--- src/hw/phy_tx_settings.svh ---
/*
 * Frame geometry, pipeline depth, line constants and CRC polynomials of the TX framer.
 * Include wherever these values are needed.
 */
`ifndef PHY_TX_SETTINGS_SVH
`define PHY_TX_SETTINGS_SVH

// A frame is one FAW followed by this many blocks
`define PHY_BLOCKS_PER_FRAME 4
// Data slots in a block, the CRC word follows them
`define PHY_SLOTS_PER_BLOCK 6

// Cycles from input handshake to the line output
`define PHY_PIPE_DEPTH 3

// Fixed line words
`define PHY_IDLE_WORD 64'h0000_0000_0000_0000
`define PHY_FAW_WORD 64'h7F7F_8080_7F7F_8080

// CRC-16 runs over slot pairs, CRC-8 over the slot valid bits
`define PHY_CRC16_POLY 16'h1021
`define PHY_CRC16_INIT 16'hFFFF
`define PHY_CRC8_POLY 8'h07
`define PHY_CRC8_INIT 8'h00

`endif

--- src/hw/phy_frame_pkg.sv ---
/*
 * Line word formats of the TX framer: slot items, VD packets and CRC sets.
 * Imported by the framer modules that build or check line words.
 */
package phy_frame_pkg;

   `include "phy_tx_settings.svh"

   // Kind of word carried by a slot in the pipeline
   typedef enum logic [1:0] {
      SLOT_DATA,
      SLOT_FAW,
      SLOT_CRC
   } slot_kind_e;

   // Unfilled data slots carry the IDLE word with valid low
   typedef struct packed {
      slot_kind_e  kind;
      logic [63:0] word;
      logic        valid;
   } tx_slot_t;

   // Tag value that marks a VD packet
   localparam logic [1:0] VD_TAG = 2'd2;

   typedef struct packed {
      logic [1:0]                      tag;
      logic [`PHY_SLOTS_PER_BLOCK-1:0] valids;
      logic [15:0]                     crc45;
      logic [15:0]                     crc23;
      logic [15:0]                     crc01;
      logic [7:0]                      crcvw;
   } vd_pkt_t;

   // One finished set of block CRCs
   typedef struct packed {
      logic [15:0] crc45;
      logic [15:0] crc23;
      logic [15:0] crc01;
      logic [7:0]  crcvw;
   } crc_set_t;

   function automatic logic is_faw(input logic [63:0] word);
      return word == `PHY_FAW_WORD;
   endfunction

endpackage

--- src/hw/phy_link_pkg.sv ---
/*
 * Link control types shared by the link FSM, the frame timer and the packet generator.
 */
package phy_link_pkg;

   // Transmit mode chosen by the link FSM
   typedef enum logic [1:0] {
      TX_OFF,
      TX_IDLE,
      TX_ACTIVE
   } tx_mode_e;

   // Boundary strobes for the slot presented this cycle.
   // At most one of them is set in any cycle
   typedef struct packed {
      logic faw;
      logic crc;
   } tx_bnd_t;

endpackage

--- src/hw/tx_link_fsm.sv ---
/*
 * Link FSM of the TX framer. Selects OFF, IDLE or ACTIVE from the local enable
 * and the partner readiness, with a registered mode output.
 */
`timescale 1ns/1ns

module tx_link_fsm (
   input  logic                  clk_i,
   input  logic                  rst_n_i,
   input  logic                  enable_i,
   input  logic                  rx_rdy_i,
   output phy_link_pkg::tx_mode_e mode_o
);

   import phy_link_pkg::*;

   tx_mode_e state_q;
   tx_mode_e state_d;

   always_comb begin
      state_d = state_q;
      case (state_q)
         TX_OFF: begin
            state_d = TX_IDLE;
         end
         TX_IDLE: begin
            if (rx_rdy_i) begin
               state_d = TX_ACTIVE;
            end
         end
         TX_ACTIVE: begin
            if (!rx_rdy_i) begin
               state_d = TX_IDLE;
            end
         end
         default: begin
            state_d = TX_OFF;
         end
      endcase
      // Losing the enable wins over every other transition
      if (!enable_i) begin
         state_d = TX_OFF;
      end
   end

   always_ff @(posedge clk_i or negedge rst_n_i) begin
      if (!rst_n_i) begin
         state_q <= TX_OFF;
      end else begin
         state_q <= state_d;
      end
   end

   assign mode_o = state_q;

endmodule

--- src/hw/tx_boundary_timer.sv ---
/*
 * Frame position counter. Raises the FAW strobe at position 0 and the CRC strobe
 * at the last word of each block, in every link mode.
 */
`timescale 1ns/1ns

module tx_boundary_timer (
   input  logic                 clk_i,
   input  logic                 rst_n_i,
   output phy_link_pkg::tx_bnd_t bnd_o
);

   import phy_link_pkg::*;

   `include "phy_tx_settings.svh"

   // A block is its data slots plus one CRC word
   localparam int BLOCK_WORDS = `PHY_SLOTS_PER_BLOCK + 1;
   localparam int FRAME_WORDS = 1 + `PHY_BLOCKS_PER_FRAME * BLOCK_WORDS;
   localparam int POS_W = $clog2(FRAME_WORDS);
   localparam int BLK_W = $clog2(BLOCK_WORDS + 1);

   logic [POS_W-1:0] pos_q;
   // Position inside the current block, 0 only on the FAW word
   logic [BLK_W-1:0] blk_pos_q;

   always_ff @(posedge clk_i or negedge rst_n_i) begin
      if (!rst_n_i) begin
         pos_q     <= '0;
         blk_pos_q <= '0;
      end else begin
         if (pos_q == POS_W'(FRAME_WORDS - 1)) begin
            pos_q     <= '0;
            blk_pos_q <= '0;
         end else begin
            pos_q <= pos_q + 1'b1;
            if (blk_pos_q == BLK_W'(BLOCK_WORDS)) begin
               blk_pos_q <= BLK_W'(1);
            end else begin
               blk_pos_q <= blk_pos_q + 1'b1;
            end
         end
      end
   end

   always_comb begin
      bnd_o     = '0;
      bnd_o.faw = (pos_q == '0);
      bnd_o.crc = (blk_pos_q == BLK_W'(BLOCK_WORDS));
   end

endmodule

--- src/hw/tx_crc_accum.sv ---
/*
 * Block CRC accumulator. Runs one CRC-16 per slot pair over the data words and a
 * CRC-8 over the six valid bits, then presents the set for the block's CRC word.
 */
`timescale 1ns/1ns

module tx_crc_accum (
   input  logic                   clk_i,
   input  logic                   rst_n_i,
   input  phy_frame_pkg::tx_slot_t slot_i,
   input  logic                   slot_valid_i,
   output phy_frame_pkg::crc_set_t crc_o,
   output logic                   crc_valid_o
);

   import phy_frame_pkg::*;

   `include "phy_tx_settings.svh"

   localparam int SLOTS = `PHY_SLOTS_PER_BLOCK;
   localparam int NUM_PAIRS = SLOTS / 2;
   localparam int CNT_W = $clog2(SLOTS);
   localparam int PAIR_W = $clog2(NUM_PAIRS);

   // Feeds one 64-bit word through the CRC-16 starting at the MSB
   function automatic logic [15:0] crc16_word(input logic [15:0] crc_in, input logic [63:0] data);
      logic [15:0] crc;
      logic        fb;
      crc = crc_in;
      for (int i = 63; i >= 0; i--) begin
         fb  = crc[15] ^ data[i];
         crc = {crc[14:0], 1'b0};
         if (fb) begin
            crc = crc ^ `PHY_CRC16_POLY;
         end
      end
      return crc;
   endfunction

   // Feeds the valid bits through the CRC-8 starting at the highest slot
   function automatic logic [7:0] crc8_bits(input logic [SLOTS-1:0] bits);
      logic [7:0] crc;
      logic       fb;
      crc = `PHY_CRC8_INIT;
      for (int i = SLOTS - 1; i >= 0; i--) begin
         fb  = crc[7] ^ bits[i];
         crc = {crc[6:0], 1'b0};
         if (fb) begin
            crc = crc ^ `PHY_CRC8_POLY;
         end
      end
      return crc;
   endfunction

   logic [CNT_W-1:0]  cnt_q;
   logic [15:0]       pair_q [NUM_PAIRS];
   logic [1:0]        hold_q;
   logic [SLOTS-1:0]  vbits_q;
   crc_set_t          crc_q;

   logic              data_slot;
   logic              last_slot;
   logic [PAIR_W-1:0] pair_idx;
   logic [15:0]       pair_next;
   logic [SLOTS-1:0]  vbits_next;

   // Only data slots count and the CRC slot passes through untouched
   assign data_slot  = slot_valid_i && (slot_i.kind == SLOT_DATA);
   assign last_slot  = data_slot && (cnt_q == CNT_W'(SLOTS - 1));
   assign pair_idx   = PAIR_W'(cnt_q >> 1);
   assign pair_next  = crc16_word(pair_q[pair_idx], slot_i.word);
   assign vbits_next = {slot_i.valid, vbits_q[SLOTS-1:1]};

   always_ff @(posedge clk_i or negedge rst_n_i) begin
      if (!rst_n_i) begin
         cnt_q  <= '0;
         hold_q <= '0;
         for (int p = 0; p < NUM_PAIRS; p++) begin
            pair_q[p] <= `PHY_CRC16_INIT;
         end
      end else begin
         // Result stays valid until the CRC word has left stage 2
         hold_q <= last_slot ? 2'b11 : {1'b0, hold_q[1]};
         if (last_slot) begin
            cnt_q <= '0;
            for (int p = 0; p < NUM_PAIRS; p++) begin
               pair_q[p] <= `PHY_CRC16_INIT;
            end
         end else if (data_slot) begin
            cnt_q            <= cnt_q + 1'b1;
            pair_q[pair_idx] <= pair_next;
         end
      end
   end

   always_ff @(posedge clk_i) begin
      if (data_slot) begin
         vbits_q <= vbits_next;
      end
      if (last_slot) begin
         crc_q.crc01 <= pair_q[0];
         crc_q.crc23 <= pair_q[1];
         crc_q.crc45 <= pair_next;
         crc_q.crcvw <= crc8_bits(vbits_next);
      end
   end

   assign crc_o       = crc_q;
   assign crc_valid_o = hold_q[0];

endmodule

--- src/hw/tx_packet_gen.sv ---
/*
 * Three-stage TX pipeline. Accepts user words into data slots and turns each slot
 * into the FAW word, a VD packet, the user word or the IDLE word on the line.
 */
`timescale 1ns/1ns

module tx_packet_gen (
   input  logic                   clk_i,
   input  logic                   rst_n_i,
   input  phy_link_pkg::tx_mode_e  mode_i,
   input  phy_link_pkg::tx_bnd_t   bnd_i,
   input  logic [63:0]            s_tdata_i,
   input  logic                   s_tvalid_i,
   output logic                   s_tready_o,
   input  phy_frame_pkg::crc_set_t crc_i,
   input  logic                   crc_valid_i,
   output phy_frame_pkg::tx_slot_t slot_o,
   output logic                   slot_valid_o,
   output logic [63:0]            m_tdata_o
);

   import phy_frame_pkg::*;
   import phy_link_pkg::*;

   `include "phy_tx_settings.svh"

   localparam int SLOTS = `PHY_SLOTS_PER_BLOCK;
   localparam int FILL_W = `PHY_PIPE_DEPTH - 1;

   // One bit per slot stage that fills with ones after reset
   logic [FILL_W-1:0] fill_q;

   logic             handshake;
   tx_slot_t         s1_slot_d;
   tx_slot_t         s1_slot_q;
   tx_mode_e         s1_mode_q;
   tx_slot_t         s2_slot_q;
   tx_mode_e         s2_mode_q;
   logic [SLOTS-1:0] hist_q;
   vd_pkt_t          vd;
   logic [63:0]      line_d;
   logic [63:0]      line_q;

   // No transfers on boundaries or outside ACTIVE
   assign s_tready_o = (mode_i == TX_ACTIVE) && !bnd_i.faw && !bnd_i.crc;
   assign handshake  = s_tvalid_i && s_tready_o;

   always_comb begin
      if (bnd_i.faw) begin
         s1_slot_d.kind = SLOT_FAW;
      end else if (bnd_i.crc) begin
         s1_slot_d.kind = SLOT_CRC;
      end else begin
         s1_slot_d.kind = SLOT_DATA;
      end
      s1_slot_d.word  = handshake ? s_tdata_i : `PHY_IDLE_WORD;
      s1_slot_d.valid = handshake;
   end

   always_ff @(posedge clk_i or negedge rst_n_i) begin
      if (!rst_n_i) begin
         fill_q <= '0;
      end else begin
         fill_q <= (fill_q << 1) | FILL_W'(1);
      end
   end

   // Stage 1 and stage 2 slot registers carry the mode of each slot along
   always_ff @(posedge clk_i) begin
      s1_slot_q <= s1_slot_d;
      s1_mode_q <= mode_i;
      s2_slot_q <= s1_slot_q;
      s2_mode_q <= s1_mode_q;
      // Oldest slot of the block ends up in bit 0
      if (fill_q[0] && (s1_slot_q.kind == SLOT_DATA)) begin
         hist_q <= {s1_slot_q.valid, hist_q[SLOTS-1:1]};
      end
   end

   always_comb begin
      vd        = '0;
      vd.tag    = VD_TAG;
      vd.valids = (s2_mode_q == TX_ACTIVE) ? hist_q : '0;
      vd.crc45  = crc_i.crc45;
      vd.crc23  = crc_i.crc23;
      vd.crc01  = crc_i.crc01;
      vd.crcvw  = crc_i.crcvw;
   end

   always_comb begin
      line_d = `PHY_IDLE_WORD;
      if (fill_q[FILL_W-1] && (s2_mode_q != TX_OFF)) begin
         case (s2_slot_q.kind)
            SLOT_FAW: begin
               line_d = `PHY_FAW_WORD;
            end
            SLOT_CRC: begin
               // Without a finished CRC set the slot stays idle
               if (crc_valid_i) begin
                  line_d = vd;
               end
            end
            default: begin
               line_d = s2_slot_q.word;
            end
         endcase
      end
   end

   // Stage 3 drives the line
   always_ff @(posedge clk_i or negedge rst_n_i) begin
      if (!rst_n_i) begin
         line_q <= `PHY_IDLE_WORD;
      end else begin
         line_q <= line_d;
      end
   end

   assign slot_o       = s1_slot_q;
   assign slot_valid_o = fill_q[0];
   assign m_tdata_o    = line_q;

endmodule

--- src/hw/phy_tx_top.sv ---
/*
 * Top level of the PHY TX framer. Connects the link FSM, the frame timer, the CRC
 * accumulator and the packet generator between the user stream and the line.
 */
`timescale 1ns/1ns

module phy_tx_top (
   input  logic                  clk_i,
   input  logic                  rst_n_i,
   input  logic                  enable_i,
   input  logic                  rx_rdy_i,
   input  logic [63:0]           s_tdata_i,
   input  logic                  s_tvalid_i,
   output logic                  s_tready_o,
   output logic [63:0]           m_tdata_o,
   output phy_link_pkg::tx_mode_e tx_mode_o
);

   import phy_frame_pkg::*;
   import phy_link_pkg::*;

   tx_mode_e mode;
   tx_bnd_t  bnd;
   tx_slot_t slot;
   logic     slot_valid;
   crc_set_t crc_set;
   logic     crc_valid;

   tx_link_fsm i_link_fsm (
      .clk_i    (clk_i),
      .rst_n_i  (rst_n_i),
      .enable_i (enable_i),
      .rx_rdy_i (rx_rdy_i),
      .mode_o   (mode)
   );

   tx_boundary_timer i_boundary_timer (
      .clk_i   (clk_i),
      .rst_n_i (rst_n_i),
      .bnd_o   (bnd)
   );

   tx_crc_accum i_crc_accum (
      .clk_i        (clk_i),
      .rst_n_i      (rst_n_i),
      .slot_i       (slot),
      .slot_valid_i (slot_valid),
      .crc_o        (crc_set),
      .crc_valid_o  (crc_valid)
   );

   tx_packet_gen i_packet_gen (
      .clk_i        (clk_i),
      .rst_n_i      (rst_n_i),
      .mode_i       (mode),
      .bnd_i        (bnd),
      .s_tdata_i    (s_tdata_i),
      .s_tvalid_i   (s_tvalid_i),
      .s_tready_o   (s_tready_o),
      .crc_i        (crc_set),
      .crc_valid_i  (crc_valid),
      .slot_o       (slot),
      .slot_valid_o (slot_valid),
      .m_tdata_o    (m_tdata_o)
   );

   assign tx_mode_o = mode;

endmodule

--- config.mk ---
export PLATFORM = sky130hd
export DESIGN_NAME = phy_tx_top
export DESIGN_NICKNAME = d
export VERILOG_FILES = /design/src/hw/phy_frame_pkg.sv /design/src/hw/phy_link_pkg.sv /design/src/hw/tx_link_fsm.sv /design/src/hw/tx_boundary_timer.sv /design/src/hw/tx_crc_accum.sv /design/src/hw/tx_packet_gen.sv /design/src/hw/phy_tx_top.sv
export VERILOG_INCLUDE_DIRS = /design/src /design/src/hw
export SDC_FILE = /design/constraint.sdc
export NUM_CORES = 1
export LEC_CHECK = 0
export ABC_AREA = 1
export BUFFER_PORTS_ARGS = -buffer_cell sky130_fd_sc_hd__buf_2
export CORE_AREA = 2 2 183 167
export DETAILED_ROUTE_END_ITERATION = 10
export DIE_AREA = 0 0 185 169
export MAX_ROUTING_LAYER = met4
export PLACE_DENSITY = 0.76
export RECOVER_POWER = 50
export SYNTH_ARGS = -nofsm -noshare
export SYNTH_HDL_FRONTEND = slang
export SYNTH_SLANG_ARGS = --single-unit
--- constraint.sdc ---
create_clock -name clk_i -period 5.5 [get_ports clk_i]
set_input_delay 0.55 -clock clk_i [delete_from_list [all_inputs] [get_ports clk_i]]
set_output_delay 0.55 -clock clk_i [all_outputs]
set_load 0.01 [all_outputs]
==> impl_metrics.toml <==
[placement]
io_buffers = 135
dp_hpwl_mm = 28.16
routabilityCongestion = 0.9395

[grt]
grt_pass1_vias = 10780
grtUsageTotal = 0.2557
antenna_found_initial = 0
grt_max_degree = 72
grt_pass1_wl_mm = 59.28
grt_overflow_total = 0

[clocking]
numCtsBuffers = 35
htree_levels = 2
cts.sinks = 328
cts-root-buf = "clkbuf_16"
cts_tree = "built"
cts_buffer_depth = 3
clk_pin_slew_ps = 60
insertion_delay_ps = 520

[synth]
syn_area_um2 = 14420
synthesis.nets = 1705
ys.warnings.count = 0
ys_seq_elements = 328
synth_area_leaders = "dfxtp_1 19%, dfrtp_1 14%, edfxtp_1 13%"
yosysMostFrequentCell = "nand2_1"
synthArstFlopShare = 0.3933
yosysSeqAreaShare = 0.5473
avgSynthCellArea_um2 = 8.858
yosysUniqueCellTypes = 45
synth_commonest_cells = "374 x nand2_1, 188 x inv_1, 146 x nand3_1"
netlist_instances = 1628
synth_ff_type = "dfxtp_1"
synth_enable_flop_cells = 62
synth_top_area_frac = 0.1902
synth_top_area_cell = "dfxtp_1"

[route]
first_pass_iters = 6
drtAntennaViolNets = 0
drt-total-wl_mm = 38.21
route.detailed.drc = 0
drt_iter0_drc = 986
vias = 11220
wl_per_cell_um = 17.34
viasPerCell = 5.092

[worst_setup_path]
critPathRequiredTime_ps = 5770
crit_path_frequent_cell = "nand2_2"
timing.rr.end = "i_crc_accum.crc_o[54]"
cp_max_fo = 8
reg2reg_setup_slack_ps = 430
reg2regPathDepth = 31
crit_path_end_kind = "flip-flop"
worstSetupStartpointType = "flip-flop"
r2r_start = "i_crc_accum.cnt_q[2]"
crit_path_max_incr_delay_ps = 510
slowest_stage = "dfrtp_2"
cp.arrival_ps = 5340
criticalPathCategory = "reg2reg"

[flow_run]
maxCapViolations = 1

[min_path]
whs_path_depth = 3
hold_class = "in2reg"
hold_path_end = "i_packet_gen.slot_o[4]"
hp-start = "s_tdata_i[3]"

[sta]
fmax_mhz = 197.2
rsz0062_at_grt = "no"
relSlewSlack = -1.637
hold_viol_final = 0
clock_skew_ps = 14.54
fin_crit_ps = 5070
setup_viol = 0
setup_tns_ps = 0
slew_violations = 72
finalCritPeriodShare = 0.9218
tightest_slew_ps = 3956

[layout]
area_growth_pct = 15.43
final-seq-area_um2 = 7895
drive_above_1_share = 0.1888
fillers = 2662
final_nets = 1851
num_antenna_cells = 0
multiInputGateArea_um2 = 5542

[floorplan]
rows = 60
dieHeight_um = 169
io_pins = 136
initial_core_util = 0.4901
die_x_um = 185
die-area_um2 = 31270
coreArea_um2 = 29430

[outcome]
outcome = "finished with violations"
violations = "capacitance limit, slew limit"
==> worst max-delay path by stage <==
stage                               from                     to  depth (start not counted)
global placement    i_crc_accum.cnt_q[2]  i_crc_accum.crc_o[46]                         33
global route        i_crc_accum.cnt_q[2]  i_crc_accum.crc_o[54]                         35
finish              i_crc_accum.cnt_q[2]  i_crc_accum.crc_o[54]                         31
detailed placement  i_crc_accum.cnt_q[2]  i_crc_accum.crc_o[53]                         33
floorplan           i_crc_accum.cnt_q[2]  i_crc_accum.crc_o[53]                         39
CTS                 i_crc_accum.cnt_q[2]  i_crc_accum.crc_o[53]                         33
==> per-stage QoR <==
stage | util | hold slack [ps] | cell area, um^2 | cells | setup WS [ps]
finish | 0.5656 | 235.9 | 16650 | 2204 | 430.1
global route | 0.5656 | 239.0 | 16650 | 2204 | 47.04
CTS | 0.5674 | 210.8 | 16700 | 2201 | 348.7
detailed placement | 0.5272 | 319.3 | 15510 | 2137 | 372.5
global placement | 0.5272 | 312.7 | 15510 | 2137 | 469.1
floorplan | - | 254.4 | 14420 | 1628 | 1498
==> logic make-up (layout without fill, tap and decap cells) <==
kind of cell / after synthesis / after routing / synth area share
AO/OA/AOI/OAI: 161 / 161 / 0.05639
flip-flops: 328 / 328 / 0.5473
adder cells (fa/ha/maj): 8 / 8 / 0.006941
AND/OR/NAND/NOR: 811 / 811 / 0.2739
buffers and inverters: 253 / 426 / 0.07045
other: 1 / 1 / 0.0002600
XOR/XNOR: 66 / 66 / 0.04477
==> state kept, by name, summed over array words and instances (netlist names), 2 cells and up <==
signal / count
i_packet_gen.slot_o: 67
i_packet_gen.s2_slot_q: 66
i_packet_gen.m_tdata_o: 64
i_crc_accum.crc_o: 56
i_crc_accum.pair_q: 48
i_boundary_timer.pos_q: 5
i_crc_accum.vbits_q: 5
i_boundary_timer.blk_pos_q: 3
i_crc_accum.cnt_q: 3
i_crc_accum.hold_q: 2
i_link_fsm.mode_o: 2
i_packet_gen.fill_q: 2
i_packet_gen.s1_mode_q: 2
i_packet_gen.s2_mode_q: 2
==> layer usage <==
layer | global-route usage | vias up | part of all wire
met5 | - | - | 0
met3 | 0.05293 | 74 | 0.079
met1 | 0.3489 | 5283 | 0.45
met4 | 0.07729 | 0 | 0.026
met2 | 0.3854 | 416 | 0.45
li1 | - | 5449 | -
==> placed cells by master, fill, tap and decap left out, drive strengths merged, types with 38 or more instances in the layout <==
| cell type | instances |
|---|---|
| edfxtp | 62 |
| dfxtp | 137 |
| inv | 211 |
| a21oi | 145 |
| dfrtp | 81 |
| dfstp | 48 |
| nand3 | 167 |
| nor2 | 97 |
| clkbuf | 112 |
| xor2 | 38 |
| buf | 87 |
| nand2 | 487 |
==> worst max-delay path: cells and delay by family, from the launching register on <==
kind,cells,cell delay (ps)
simple gates,26,3410
buf+inv,3,370
xor+xnor,2,530
flops,1,510
==> what timing repair did <==
| action | CTS | global route |
|---|---|---|
| setup endpoints to repair | 0 | 16 |
| hold endpoints to repair | 0 | 0 |
| resized for setup | 0 | 3 |
| hold buffers | 0 | 0 |
| buffers inserted | 0 | 3 |
==> layout make-up <==
type                            instances  share of cell area
Clock inverter                         18             0.01173
Tap cell                              403             0.03029
Sequential cell                       328              0.4743
Clock buffer                           46             0.05946
Inverter                              209             0.04758
Timing Repair Buffer                  153             0.04375
Multi-Input combinational cell       1047              0.3329
Power is not shown: default switching activity piles up to over one toggle a cycle in this logic, so the estimate is an artifact.
